[config.mk]
export PLATFORM = sky130hd
export DESIGN_NAME = mem_event_monitor
export DESIGN_NICKNAME = d
export VERILOG_FILES = /design/src/rtl/mon_pkg.sv /design/src/rtl/mon_event_if.sv /design/src/rtl/dma_event_sync.sv /design/src/rtl/event_counter_bank.sv /design/src/rtl/mem_event_monitor.sv /design/src/rtl/mem_region_classifier.sv
export SDC_FILE = /design/constraint.sdc
export NUM_CORES = 1
export LEC_CHECK = 0
export ABC_AREA = 1
export BUFFER_PORTS_ARGS = -buffer_cell sky130_fd_sc_hd__buf_2
export CAP_MARGIN = 20
export CORE_MARGIN = 2
export CORE_UTILIZATION = 30
export CTS_CLUSTER_DIAMETER = 150
export DETAILED_ROUTE_END_ITERATION = 7
export PLACE_DENSITY = 0.52
export REMOVE_ABC_BUFFERS = 1
export SETUP_SLACK_MARGIN = 0.1
export SYNTH_ARGS = -nofsm -noshare
export SYNTH_HDL_FRONTEND = slang
export SYNTH_HIERARCHICAL = 1
export SYNTH_SLANG_ARGS = --single-unit
[constraint.sdc]
create_clock -name clk_i -period 2 [get_ports clk_i]
set_input_delay 0.6 -clock clk_i [delete_from_list [all_inputs] [get_ports clk_i]]
set_output_delay 0.6 -clock clk_i [all_outputs]
set_load 0.03 [all_outputs]
[src/rtl/mon_pkg.sv]
// Memory-event monitor package with widths, region map, event kinds and counter layout
package mon_pkg;

  // Memory access side
  localparam int unsigned AddrWidth = 64;

  // Configuration port
  localparam int unsigned LiteAddrWidth = 32;
  localparam int unsigned LiteDataWidth = 32;

  // Counter bank geometry
  localparam int unsigned CntWidth    = 32;
  localparam int unsigned NumRegions  = 2;
  localparam int unsigned NumKinds    = 4;
  localparam int unsigned NumCounters = NumRegions * NumKinds + 1;
  localparam int unsigned DmaCntIdx   = NumCounters - 1;
  localparam int unsigned CntIdxWidth = $clog2(NumCounters);

  typedef logic [AddrWidth-1:0]     addr_t;
  typedef logic                     region_idx_t;
  typedef logic [CntWidth-1:0]      cnt_t;
  typedef logic [CntIdxWidth-1:0]   cnt_idx_t;
  typedef logic [LiteAddrWidth-1:0] lite_addr_t;
  typedef logic [LiteDataWidth-1:0] lite_data_t;

  // Region boundaries
  localparam addr_t DebugBase   = 64'h0000_0000_0000_0000;
  localparam addr_t HyperBase   = 64'h0000_0000_8000_0000;
  localparam addr_t HyperLength = 64'h0000_0000_4000_0000;

  // Returned on a read outside the counter range
  localparam lite_data_t UnmappedData = 32'hDEAD_F000;

  // Encoding is {write, miss}, so the counter index is region * 4 + kind
  typedef enum logic [1:0] {
    read_hit   = 2'd0,
    read_miss  = 2'd1,
    write_hit  = 2'd2,
    write_miss = 2'd3
  } event_kind_e;

  typedef struct packed {
    region_idx_t idx;
    addr_t       start_addr;
    addr_t       end_addr;
  } addr_rule_t;

  // End addresses are exclusive
  localparam addr_rule_t region_map [NumRegions] = '{
    '{idx: 1'b0, start_addr: DebugBase, end_addr: HyperBase},
    '{idx: 1'b1, start_addr: HyperBase, end_addr: HyperBase + HyperLength}
  };

endpackage

[src/rtl/mon_event_if.sv]
// Classified memory event link from the region classifier to the counter bank
`timescale 1ns/1ps

interface mon_event_if;

  logic                 valid;
  mon_pkg::region_idx_t region;
  mon_pkg::event_kind_e kind;
  // Low when the address fell outside every region
  logic                 addr_hit;

  modport source (
    output valid,
    output region,
    output kind,
    output addr_hit
  );

  // No back-pressure, the sink takes every valid event
  modport sink (
    input valid,
    input region,
    input kind,
    input addr_hit
  );

endinterface

[src/rtl/dma_event_sync.sv]
// DMA event receiver turning the cluster's four-phase request into one pulse
`timescale 1ns/1ps

module dma_event_sync (
  input  logic clk_i,
  input  logic rst_i,
  input  logic evt_valid_i,
  output logic evt_ack_o,
  output logic evt_pulse_o
);

  logic sync_q1;
  logic sync_q2;
  logic level_q;

  // Two-flop synchronizer, then one more stage for edge detect
  always_ff @(posedge clk_i) begin
    if (rst_i) begin
      sync_q1 <= 1'b0;
      sync_q2 <= 1'b0;
      level_q <= 1'b0;
    end else begin
      sync_q1 <= evt_valid_i;
      sync_q2 <= sync_q1;
      level_q <= sync_q2;
    end
  end

  // Ack follows the synchronized level so the sender can drop valid
  assign evt_ack_o = sync_q2;

  // One pulse per request on the rising level
  assign evt_pulse_o = sync_q2 & ~level_q;

endmodule

[src/rtl/event_counter_bank.sv]
// Event counter bank counting memory and DMA events, served on a small config port
`timescale 1ns/1ps

module event_counter_bank (
  input  logic                 clk_i,
  input  logic                 rst_i,
  mon_event_if.sink            evt_i,
  input  logic                 dma_pulse_i,
  // Read channel
  input  logic                 cfg_ar_valid_i,
  input  mon_pkg::lite_addr_t  cfg_ar_addr_i,
  output logic                 cfg_ar_ready_o,
  output logic                 cfg_r_valid_o,
  output mon_pkg::lite_data_t  cfg_r_data_o,
  input  logic                 cfg_r_ready_i,
  // Write channel, only used as a clear strobe
  input  logic                 cfg_aw_valid_i,
  input  logic                 cfg_w_valid_i,
  output logic                 cfg_aw_ready_o,
  output logic                 cfg_w_ready_o,
  output logic                 cfg_b_valid_o,
  input  logic                 cfg_b_ready_i
);

  mon_pkg::cnt_t                cnt_q [mon_pkg::NumCounters];
  logic [mon_pkg::NumCounters-1:0] inc;
  mon_pkg::cnt_idx_t            evt_idx;

  logic                         rd_accept;
  logic                         wr_accept;
  mon_pkg::lite_addr_t          rd_word;
  mon_pkg::lite_data_t          rd_data;

  logic                         r_valid_q;
  mon_pkg::lite_data_t          r_data_q;
  logic                         b_valid_q;

  // Region selects the group of four, kind the counter in it
  assign evt_idx = mon_pkg::cnt_idx_t'({evt_i.region, evt_i.kind});

  always_comb begin
    inc = '0;
    if (evt_i.valid && evt_i.addr_hit) begin
      inc[evt_idx] = 1'b1;
    end
    if (dma_pulse_i) begin
      inc[mon_pkg::DmaCntIdx] = 1'b1;
    end
  end

  // Clear wins over a same-cycle increment
  for (genvar n = 0; n < mon_pkg::NumCounters; n++) begin : gen_cnt
    always_ff @(posedge clk_i) begin
      if (rst_i || wr_accept) begin
        cnt_q[n] <= '0;
      end else if (inc[n]) begin
        cnt_q[n] <= cnt_q[n] + 1'b1;
      end
    end
  end

  // Read channel
  assign rd_accept = cfg_ar_valid_i & ~r_valid_q;
  assign rd_word   = cfg_ar_addr_i >> 2;

  always_comb begin
    if (rd_word < mon_pkg::NumCounters) begin
      rd_data = mon_pkg::lite_data_t'(cnt_q[rd_word[mon_pkg::CntIdxWidth-1:0]]);
    end else begin
      rd_data = mon_pkg::UnmappedData;
    end
  end

  always_ff @(posedge clk_i) begin
    if (rst_i) begin
      r_valid_q <= 1'b0;
    end else if (rd_accept) begin
      r_valid_q <= 1'b1;
    end else if (cfg_r_ready_i) begin
      r_valid_q <= 1'b0;
    end
  end

  // Data captured at acceptance and held with the response
  always_ff @(posedge clk_i) begin
    if (rd_accept) begin
      r_data_q <= rd_data;
    end
  end

  assign cfg_ar_ready_o = ~r_valid_q;
  assign cfg_r_valid_o  = r_valid_q;
  assign cfg_r_data_o   = r_data_q;

  // Write channel
  assign wr_accept = cfg_aw_valid_i & cfg_w_valid_i & ~b_valid_q;

  always_ff @(posedge clk_i) begin
    if (rst_i) begin
      b_valid_q <= 1'b0;
    end else if (wr_accept) begin
      b_valid_q <= 1'b1;
    end else if (cfg_b_ready_i) begin
      b_valid_q <= 1'b0;
    end
  end

  assign cfg_aw_ready_o = ~b_valid_q;
  assign cfg_w_ready_o  = ~b_valid_q;
  assign cfg_b_valid_o  = b_valid_q;

endmodule

[src/rtl/mem_event_monitor.sv]
// Memory-event monitor top joining the region classifier, DMA receiver and counters
`timescale 1ns/1ps

module mem_event_monitor (
  input  logic                 clk_i,
  input  logic                 rst_i,
  // Memory access
  input  logic                 acc_valid_i,
  input  mon_pkg::addr_t       acc_addr_i,
  input  logic                 acc_write_i,
  input  logic                 acc_hit_i,
  // DMA event from the cluster
  input  logic                 dma_evt_valid_i,
  output logic                 dma_evt_ack_o,
  // Configuration read
  input  logic                 cfg_ar_valid_i,
  input  mon_pkg::lite_addr_t  cfg_ar_addr_i,
  output logic                 cfg_ar_ready_o,
  output logic                 cfg_r_valid_o,
  output mon_pkg::lite_data_t  cfg_r_data_o,
  input  logic                 cfg_r_ready_i,
  // Configuration write
  input  logic                 cfg_aw_valid_i,
  input  logic                 cfg_w_valid_i,
  output logic                 cfg_aw_ready_o,
  output logic                 cfg_w_ready_o,
  output logic                 cfg_b_valid_o,
  input  logic                 cfg_b_ready_i
);

  logic dma_evt;

  mon_event_if mem_evt ();

  mem_region_classifier i_mem_region_classifier (
    .clk_i       ( clk_i       ),
    .rst_i       ( rst_i       ),
    .acc_valid_i ( acc_valid_i ),
    .acc_addr_i  ( acc_addr_i  ),
    .acc_write_i ( acc_write_i ),
    .acc_hit_i   ( acc_hit_i   ),
    .evt_o       ( mem_evt     )
  );

  dma_event_sync i_dma_event_sync (
    .clk_i       ( clk_i           ),
    .rst_i       ( rst_i           ),
    .evt_valid_i ( dma_evt_valid_i ),
    .evt_ack_o   ( dma_evt_ack_o   ),
    .evt_pulse_o ( dma_evt         )
  );

  event_counter_bank i_event_counter_bank (
    .clk_i          ( clk_i          ),
    .rst_i          ( rst_i          ),
    .evt_i          ( mem_evt        ),
    .dma_pulse_i    ( dma_evt        ),
    .cfg_ar_valid_i ( cfg_ar_valid_i ),
    .cfg_ar_addr_i  ( cfg_ar_addr_i  ),
    .cfg_ar_ready_o ( cfg_ar_ready_o ),
    .cfg_r_valid_o  ( cfg_r_valid_o  ),
    .cfg_r_data_o   ( cfg_r_data_o   ),
    .cfg_r_ready_i  ( cfg_r_ready_i  ),
    .cfg_aw_valid_i ( cfg_aw_valid_i ),
    .cfg_w_valid_i  ( cfg_w_valid_i  ),
    .cfg_aw_ready_o ( cfg_aw_ready_o ),
    .cfg_w_ready_o  ( cfg_w_ready_o  ),
    .cfg_b_valid_o  ( cfg_b_valid_o  ),
    .cfg_b_ready_i  ( cfg_b_ready_i  )
  );

endmodule

[src/rtl/mem_region_classifier.sv]
// Region classifier that registers each memory access as a region and hit/miss event
`timescale 1ns/1ps

module mem_region_classifier (
  input  logic            clk_i,
  input  logic            rst_i,
  input  logic            acc_valid_i,
  input  mon_pkg::addr_t  acc_addr_i,
  input  logic            acc_write_i,
  input  logic            acc_hit_i,
  mon_event_if.source     evt_o
);

  logic                 match_hit;
  mon_pkg::region_idx_t match_idx;
  mon_pkg::event_kind_e acc_kind;

  logic                 valid_q;
  logic                 hit_q;
  mon_pkg::region_idx_t region_q;
  mon_pkg::event_kind_e kind_q;

  // Address decode against the region map
  always_comb begin
    match_hit = 1'b0;
    match_idx = '0;
    for (int unsigned r = 0; r < mon_pkg::NumRegions; r++) begin
      if (acc_addr_i >= mon_pkg::region_map[r].start_addr &&
          acc_addr_i <  mon_pkg::region_map[r].end_addr) begin
        match_hit = 1'b1;
        match_idx = mon_pkg::region_map[r].idx;
      end
    end
  end

  // Kind is {write, miss}
  assign acc_kind = mon_pkg::event_kind_e'({acc_write_i, ~acc_hit_i});

  always_ff @(posedge clk_i) begin
    if (rst_i) begin
      valid_q <= 1'b0;
    end else begin
      valid_q <= acc_valid_i;
    end
  end

  always_ff @(posedge clk_i) begin
    if (acc_valid_i) begin
      hit_q    <= match_hit;
      region_q <= match_idx;
      kind_q   <= acc_kind;
    end
  end

  assign evt_o.valid    = valid_q;
  assign evt_o.addr_hit = hit_q;
  assign evt_o.region   = region_q;
  assign evt_o.kind     = kind_q;

endmodule

# Word-level counts from Yosys, hierarchy flattened
# Memory sizes are Yosys's and may differ from the RTL's. A register that Yosys moved wholly into a read port is not among the register bits.
# Cells that the tools add are included.
dict set report word_totals {
  input_bits 107
  ram_bits 288
  mem_count 1
  word_cells 99
  register_bits 10
  romBits 0
  latch_bits 0
}
# name depth width rd rd_ports_with_merged_regs wr line
set mem_list {}
lappend mem_list {i_event_counter_bank.cnt_q 9 32 10 1 9 event_counter_bank.sv:25} ;# mon_pkg::cnt_t cnt_q [mon_pkg::NumCounters];
dict set report classes {
  muxes 48
  add_sub_neg 9
  n_reduce_logical 8
  n_shift 0
  n_bitwise 17
  eq_ne 0
  n_lt_le_gt_ge 7
  n_mul 0
  n_div 0
}
# operator n
set op_table {}
lappend op_table {{$add 32x1->32 const B} 9}
lappend op_table {{$mux 32} 9}
lappend op_table {{$lt 64x32->1 const B} 2}
lappend op_table {{$ge 64x1->1 const B} 1}
lappend op_table {{$ge 64x32->1 const B} 1}
lappend op_table {{$mux 1} 37}
lappend op_table {{$lt 30x4->1 const B} 1}
lappend op_table {{$or 1x1->1} 9}
lappend op_table {{$mux 8} 1}
lappend op_table {{$lt 3x5->1 const B} 1}
lappend op_table {{$and 1x1->1} 4}
lappend op_table {{$logic_and 1x1->1} 4}
lappend op_table {{$not 1->1} 4}
lappend op_table {{$reduce_bool 2->1} 2}
lappend op_table {{$demux 1 s3} 1}
lappend op_table {{$ge 3x1->1 const B} 1}
lappend op_table {{$logic_not 1->1} 1}
lappend op_table {{$logic_or 1x1->1} 1}

# Logic depth before layout (Yosys ltp)
dict set report depth {
  ltp_word 9
  ltp_mapped 11
  mapped_depth_nobuf 10
}

# Cells and area by module
# Netlist, hierarchy kept.
# mod cells_each n_inst seq_area_each_um2 area_each_um2
set by_module_without_submodules {}
lappend by_module_without_submodules {event_counter_bank 2979 1 9649.3 21715.8}
lappend by_module_without_submodules {mem_region_classifier 44 1 140.1 289.0}
lappend by_module_without_submodules {dma_event_sync 10 1 60.1 86.3}

# Worst setup path before layout
# Ideal clock, no wire load.
dict set report synth_timing {
  path_type {input -> register}
  start {input port cfg_aw_valid_i}
  end {memory i_event_counter_bank/cnt_q[1][0] (netlist name) (enable)}
  cell_stages 4
  slack_ns -0.023
  t_required_ns 1.611
  arrival_ns 1.634
  setup_time_ns 0.389
  path_cell_list {nand2_1 > nor2_2 > nor2_8 > nand2_1}
}
# element line
set synth_rtl {}
lappend synth_rtl {{start, declared} mem_event_monitor.sv:23} ;# input logic cfg_aw_valid_i,
lappend synth_rtl {{end, declared} event_counter_bank.sv:25}

# Worst setup path after layout
dict set report layout_timing {
  start {register i_event_counter_bank.r_data_q[17] (netlist: i_event_counter_bank/cfg_r_data_o[17]), read port of i_event_counter_bank.cnt_q}
  end {output port cfg_r_data_o[17]}
}
# element line
set layout_rtl {}
lappend layout_rtl {{start, declared} event_counter_bank.sv:35} ;# mon_pkg::lite_data_t r_data_q;
lappend layout_rtl {{end, declared} mem_event_monitor.sv:20} ;# output mon_pkg::lite_data_t cfg_r_data_o,
# No word-level cell between the ends.

==> metrics.txt <==
largest net degree at the start of global routing 45; Via density 4.97; I/O pin total 145; Post-Syn Area 0.0221 mm2; CTS tree built; ys async rst share 0; clock buffer depth 3; CTS root buf clkbuf_16; Post-Place Worst Slack -0.267 ns; worst hold path class in2reg; Routed Antenna Nets 0; Fill cells 7654; Post-DP Area 0.0251 mm2; final setup margin 0.107 ns; Leakage 9.49 nW; Distinct cells, synth 44; Post-Route Setup TNS 0 ns; Routability Congestion 0.931; synth-to-layout area growth 20.5%; count leader, synth nand2_1; Post-synth top cells nand2_1 (806), nor2_1 (453), edfxtp_1 (324), inv_1 (324), a21oi_1 (287); share of cells above drive strength 1 0.134; wl on met1 35100 um; Reg clk slew, reported paths 0.06 ns; ANT cells 0; # placed instances 4182; top cells by area, synth edfxtp_1 (44%), nand2_1 (14%), nor2_1 (7.7%); initial DRC count 2019; top sig layer met4; CP required 1.40 ns; skew final 0.0248 ns; DIE AREA 0.0758 mm2; vias 21300; outcome complete, no violations; Synth Area per Inst 7.28 um2; DRT Wirelength 78500 um; Tot Pwr 18.0 mW; Overflow after GRT 0; max_slew headroom 0.632; Placement Rows 99; worst skew pair latency 0.58 ns; CP cell instances buf_6; vias in the first global route 19900; Startpoint Class flip-flop; Final nets 3402; detailed placer's ending HPWL 61600 um; Hold Fails Final Rpt 0; clk sinks 330; YS warnings 6; Critical Path Fanout Max 1; Synth Instances 3033; TritonCTS Buffers 41; core area 0.0730 mm2; sequential fraction of the synthesis area 0.446; critical path's slowest cell edfxtp_1; pwr dens 675 mW/mm2; initial core utilization 0.303; DRT Pass-1 Iters 6; Die Ht 275 um; crit share post-route 0.947; die width 275 um; DR WL/cell 18.3 um; WS Path Type reg2out; post-route insts no fill 4278; peak supply drop 0.000624 V; fin crit period 1.89 ns; EDFF count, synth 324; DR WL met3 4840 um; worst slew pin tran 0.548 ns; CTS H-tree depth 2; PortBufs 112; Residual DRC 0; dominant cell type by area after synthesis edfxtp_1; Worst Path Arrival 1.29 ns; crit path buf inv count 1; fin. max-slew vios 0; antenna violations before repair 0; delay-heaviest family, CP flip-flops; crit end category output port; register bit count reported by yosys 330; setup violators final 0; crit-path max cell delay 0.51 ns; Max Cap Violations 0; ys flop type edfxtp_1; Max Freq 0.528 GHz; RSZ-0062 raised after global routing true; first-pass GRT wire length 118000 um; top cell type's share of synthesized area 0.440; metal2 WL 35700 um; total track usage 0.205; design area 0.0266 mm2
==> sequential cells by signal (all words and copies together), names as in the netlist <==
name                                    flops
i_event_counter_bank/cfg_r_valid_o          1
i_mem_region_classifier/evt_o.kind          2
i_mem_region_classifier/evt_o.region        1
i_event_counter_bank/cnt_q                288
i_mem_region_classifier/evt_o.valid         1
i_dma_event_sync/evt_ack_o                  1
i_dma_event_sync/level_q                    1
i_event_counter_bank/cfg_b_valid_o          1
i_event_counter_bank/cfg_r_data_o          32
i_mem_region_classifier/evt_o.addr_hit      1
i_dma_event_sync/sync_q1                    1
==> path summary, 6_finish.rpt <==
check | cells past startpoint | start | slack [ns] | endpoint
min reg2reg | 2 | i_dma_event_sync/sync_q1 | 0.41 | i_dma_event_sync/evt_ack_o
max | 1 | i_event_counter_bank/cfg_r_data_o[17] | 0.11 | cfg_r_data_o[17]
max reg2reg | 8 | i_event_counter_bank/cnt_q[1][9] | 0.20 | i_event_counter_bank/cnt_q[1][24]
min | 1 | acc_write_i | 0.23 | i_mem_region_classifier/evt_o.kind[1]
==> logic make-up (layout without fill, tap and decap cells) <==
logic type,Yosys count,in the layout,share of synthesized area
AOI/OAI and AO/OA,510,510,0.122
xor gates and xnor gates,21,21,0.00833
adders and majority gates,9,9,0.00510
buffers and inverters,418,703,0.0758
DFF,330,330,0.446
and+or+nand+nor,1745,1746,0.343
==> through the flow <==
stage	util	hold slack, ns
2_1_floorplan	-	0.388
3_3_place_gp	0.344	0.400
3_5_place_dp	0.344	0.406
4_1_cts	0.362	0.201
5_1_grt	0.365	0.222
6_report	0.365	0.229
==> cell type report <==
cell class / count / area, um2 / area share
Multi-Input combinational cell: 2286 / 10600 / 0.399
Sequential cell: 330 / 9850 / 0.370
Timing Repair Buffer: 288 / 2340 / 0.0879
Inverter: 339 / 1280 / 0.0479
Tap cell: 959 / 1200 / 0.0451
Clock buffer: 57 / 1130 / 0.0424
Clock inverter: 19 / 194 / 0.00728
==> placed cells by master, fill, tap and decap left out, types with 2 or more instances in the layout <==
master / count
a21oi_1: 287
a31oi_1: 10
and2_1: 2
and3_1: 3
buf_12: 35
buf_2: 108
buf_4: 142
buf_6: 3
bufinv_16: 4
clkbuf_1: 14
clkbuf_16: 43
clkinv_1: 9
clkinv_2: 4
dfxtp_1: 6
edfxtp_1: 324
ha_1: 7
ha_2: 2
inv_1: 322
inv_2: 15
nand2_1: 806
nand2_2: 14
nand3_1: 216
nand3_2: 3
nand3b_1: 20
nand4_1: 48
nor2_1: 451
nor2_2: 23
nor2_4: 29
nor3_1: 101
nor3_2: 2
nor3b_1: 11
nor3b_2: 2
o211ai_1: 33
o21a_1: 17
o21ai_0: 158
o21ai_1: 2
or2_0: 3
or2_2: 7
xnor2_1: 2
xor2_1: 19
==> power breakdown <==
group	switching, mW	internal, mW	total [mW]
logic	1.30	0.644	1.94
registers	0.459	8.00	8.45
clock network	3.10	4.46	7.56
==> routing by layer <==
metal	global-route usage	up-vias
li1	-	10700
met1	0.281	9824
met2	0.331	655
met3	0.0268	132
met4	0.0728	0
met5	0	-
==> repair_timing <==
item                       CTS  global route
setup endpoints to repair    3            37
resized for setup            6            15
hold buffers                 0             0
cloned                       0             1
hold endpoints to repair     0             0
pin swaps                    0             6
setup buffers                0            19
No activity file was read; power rests on OpenSTA's default activity.
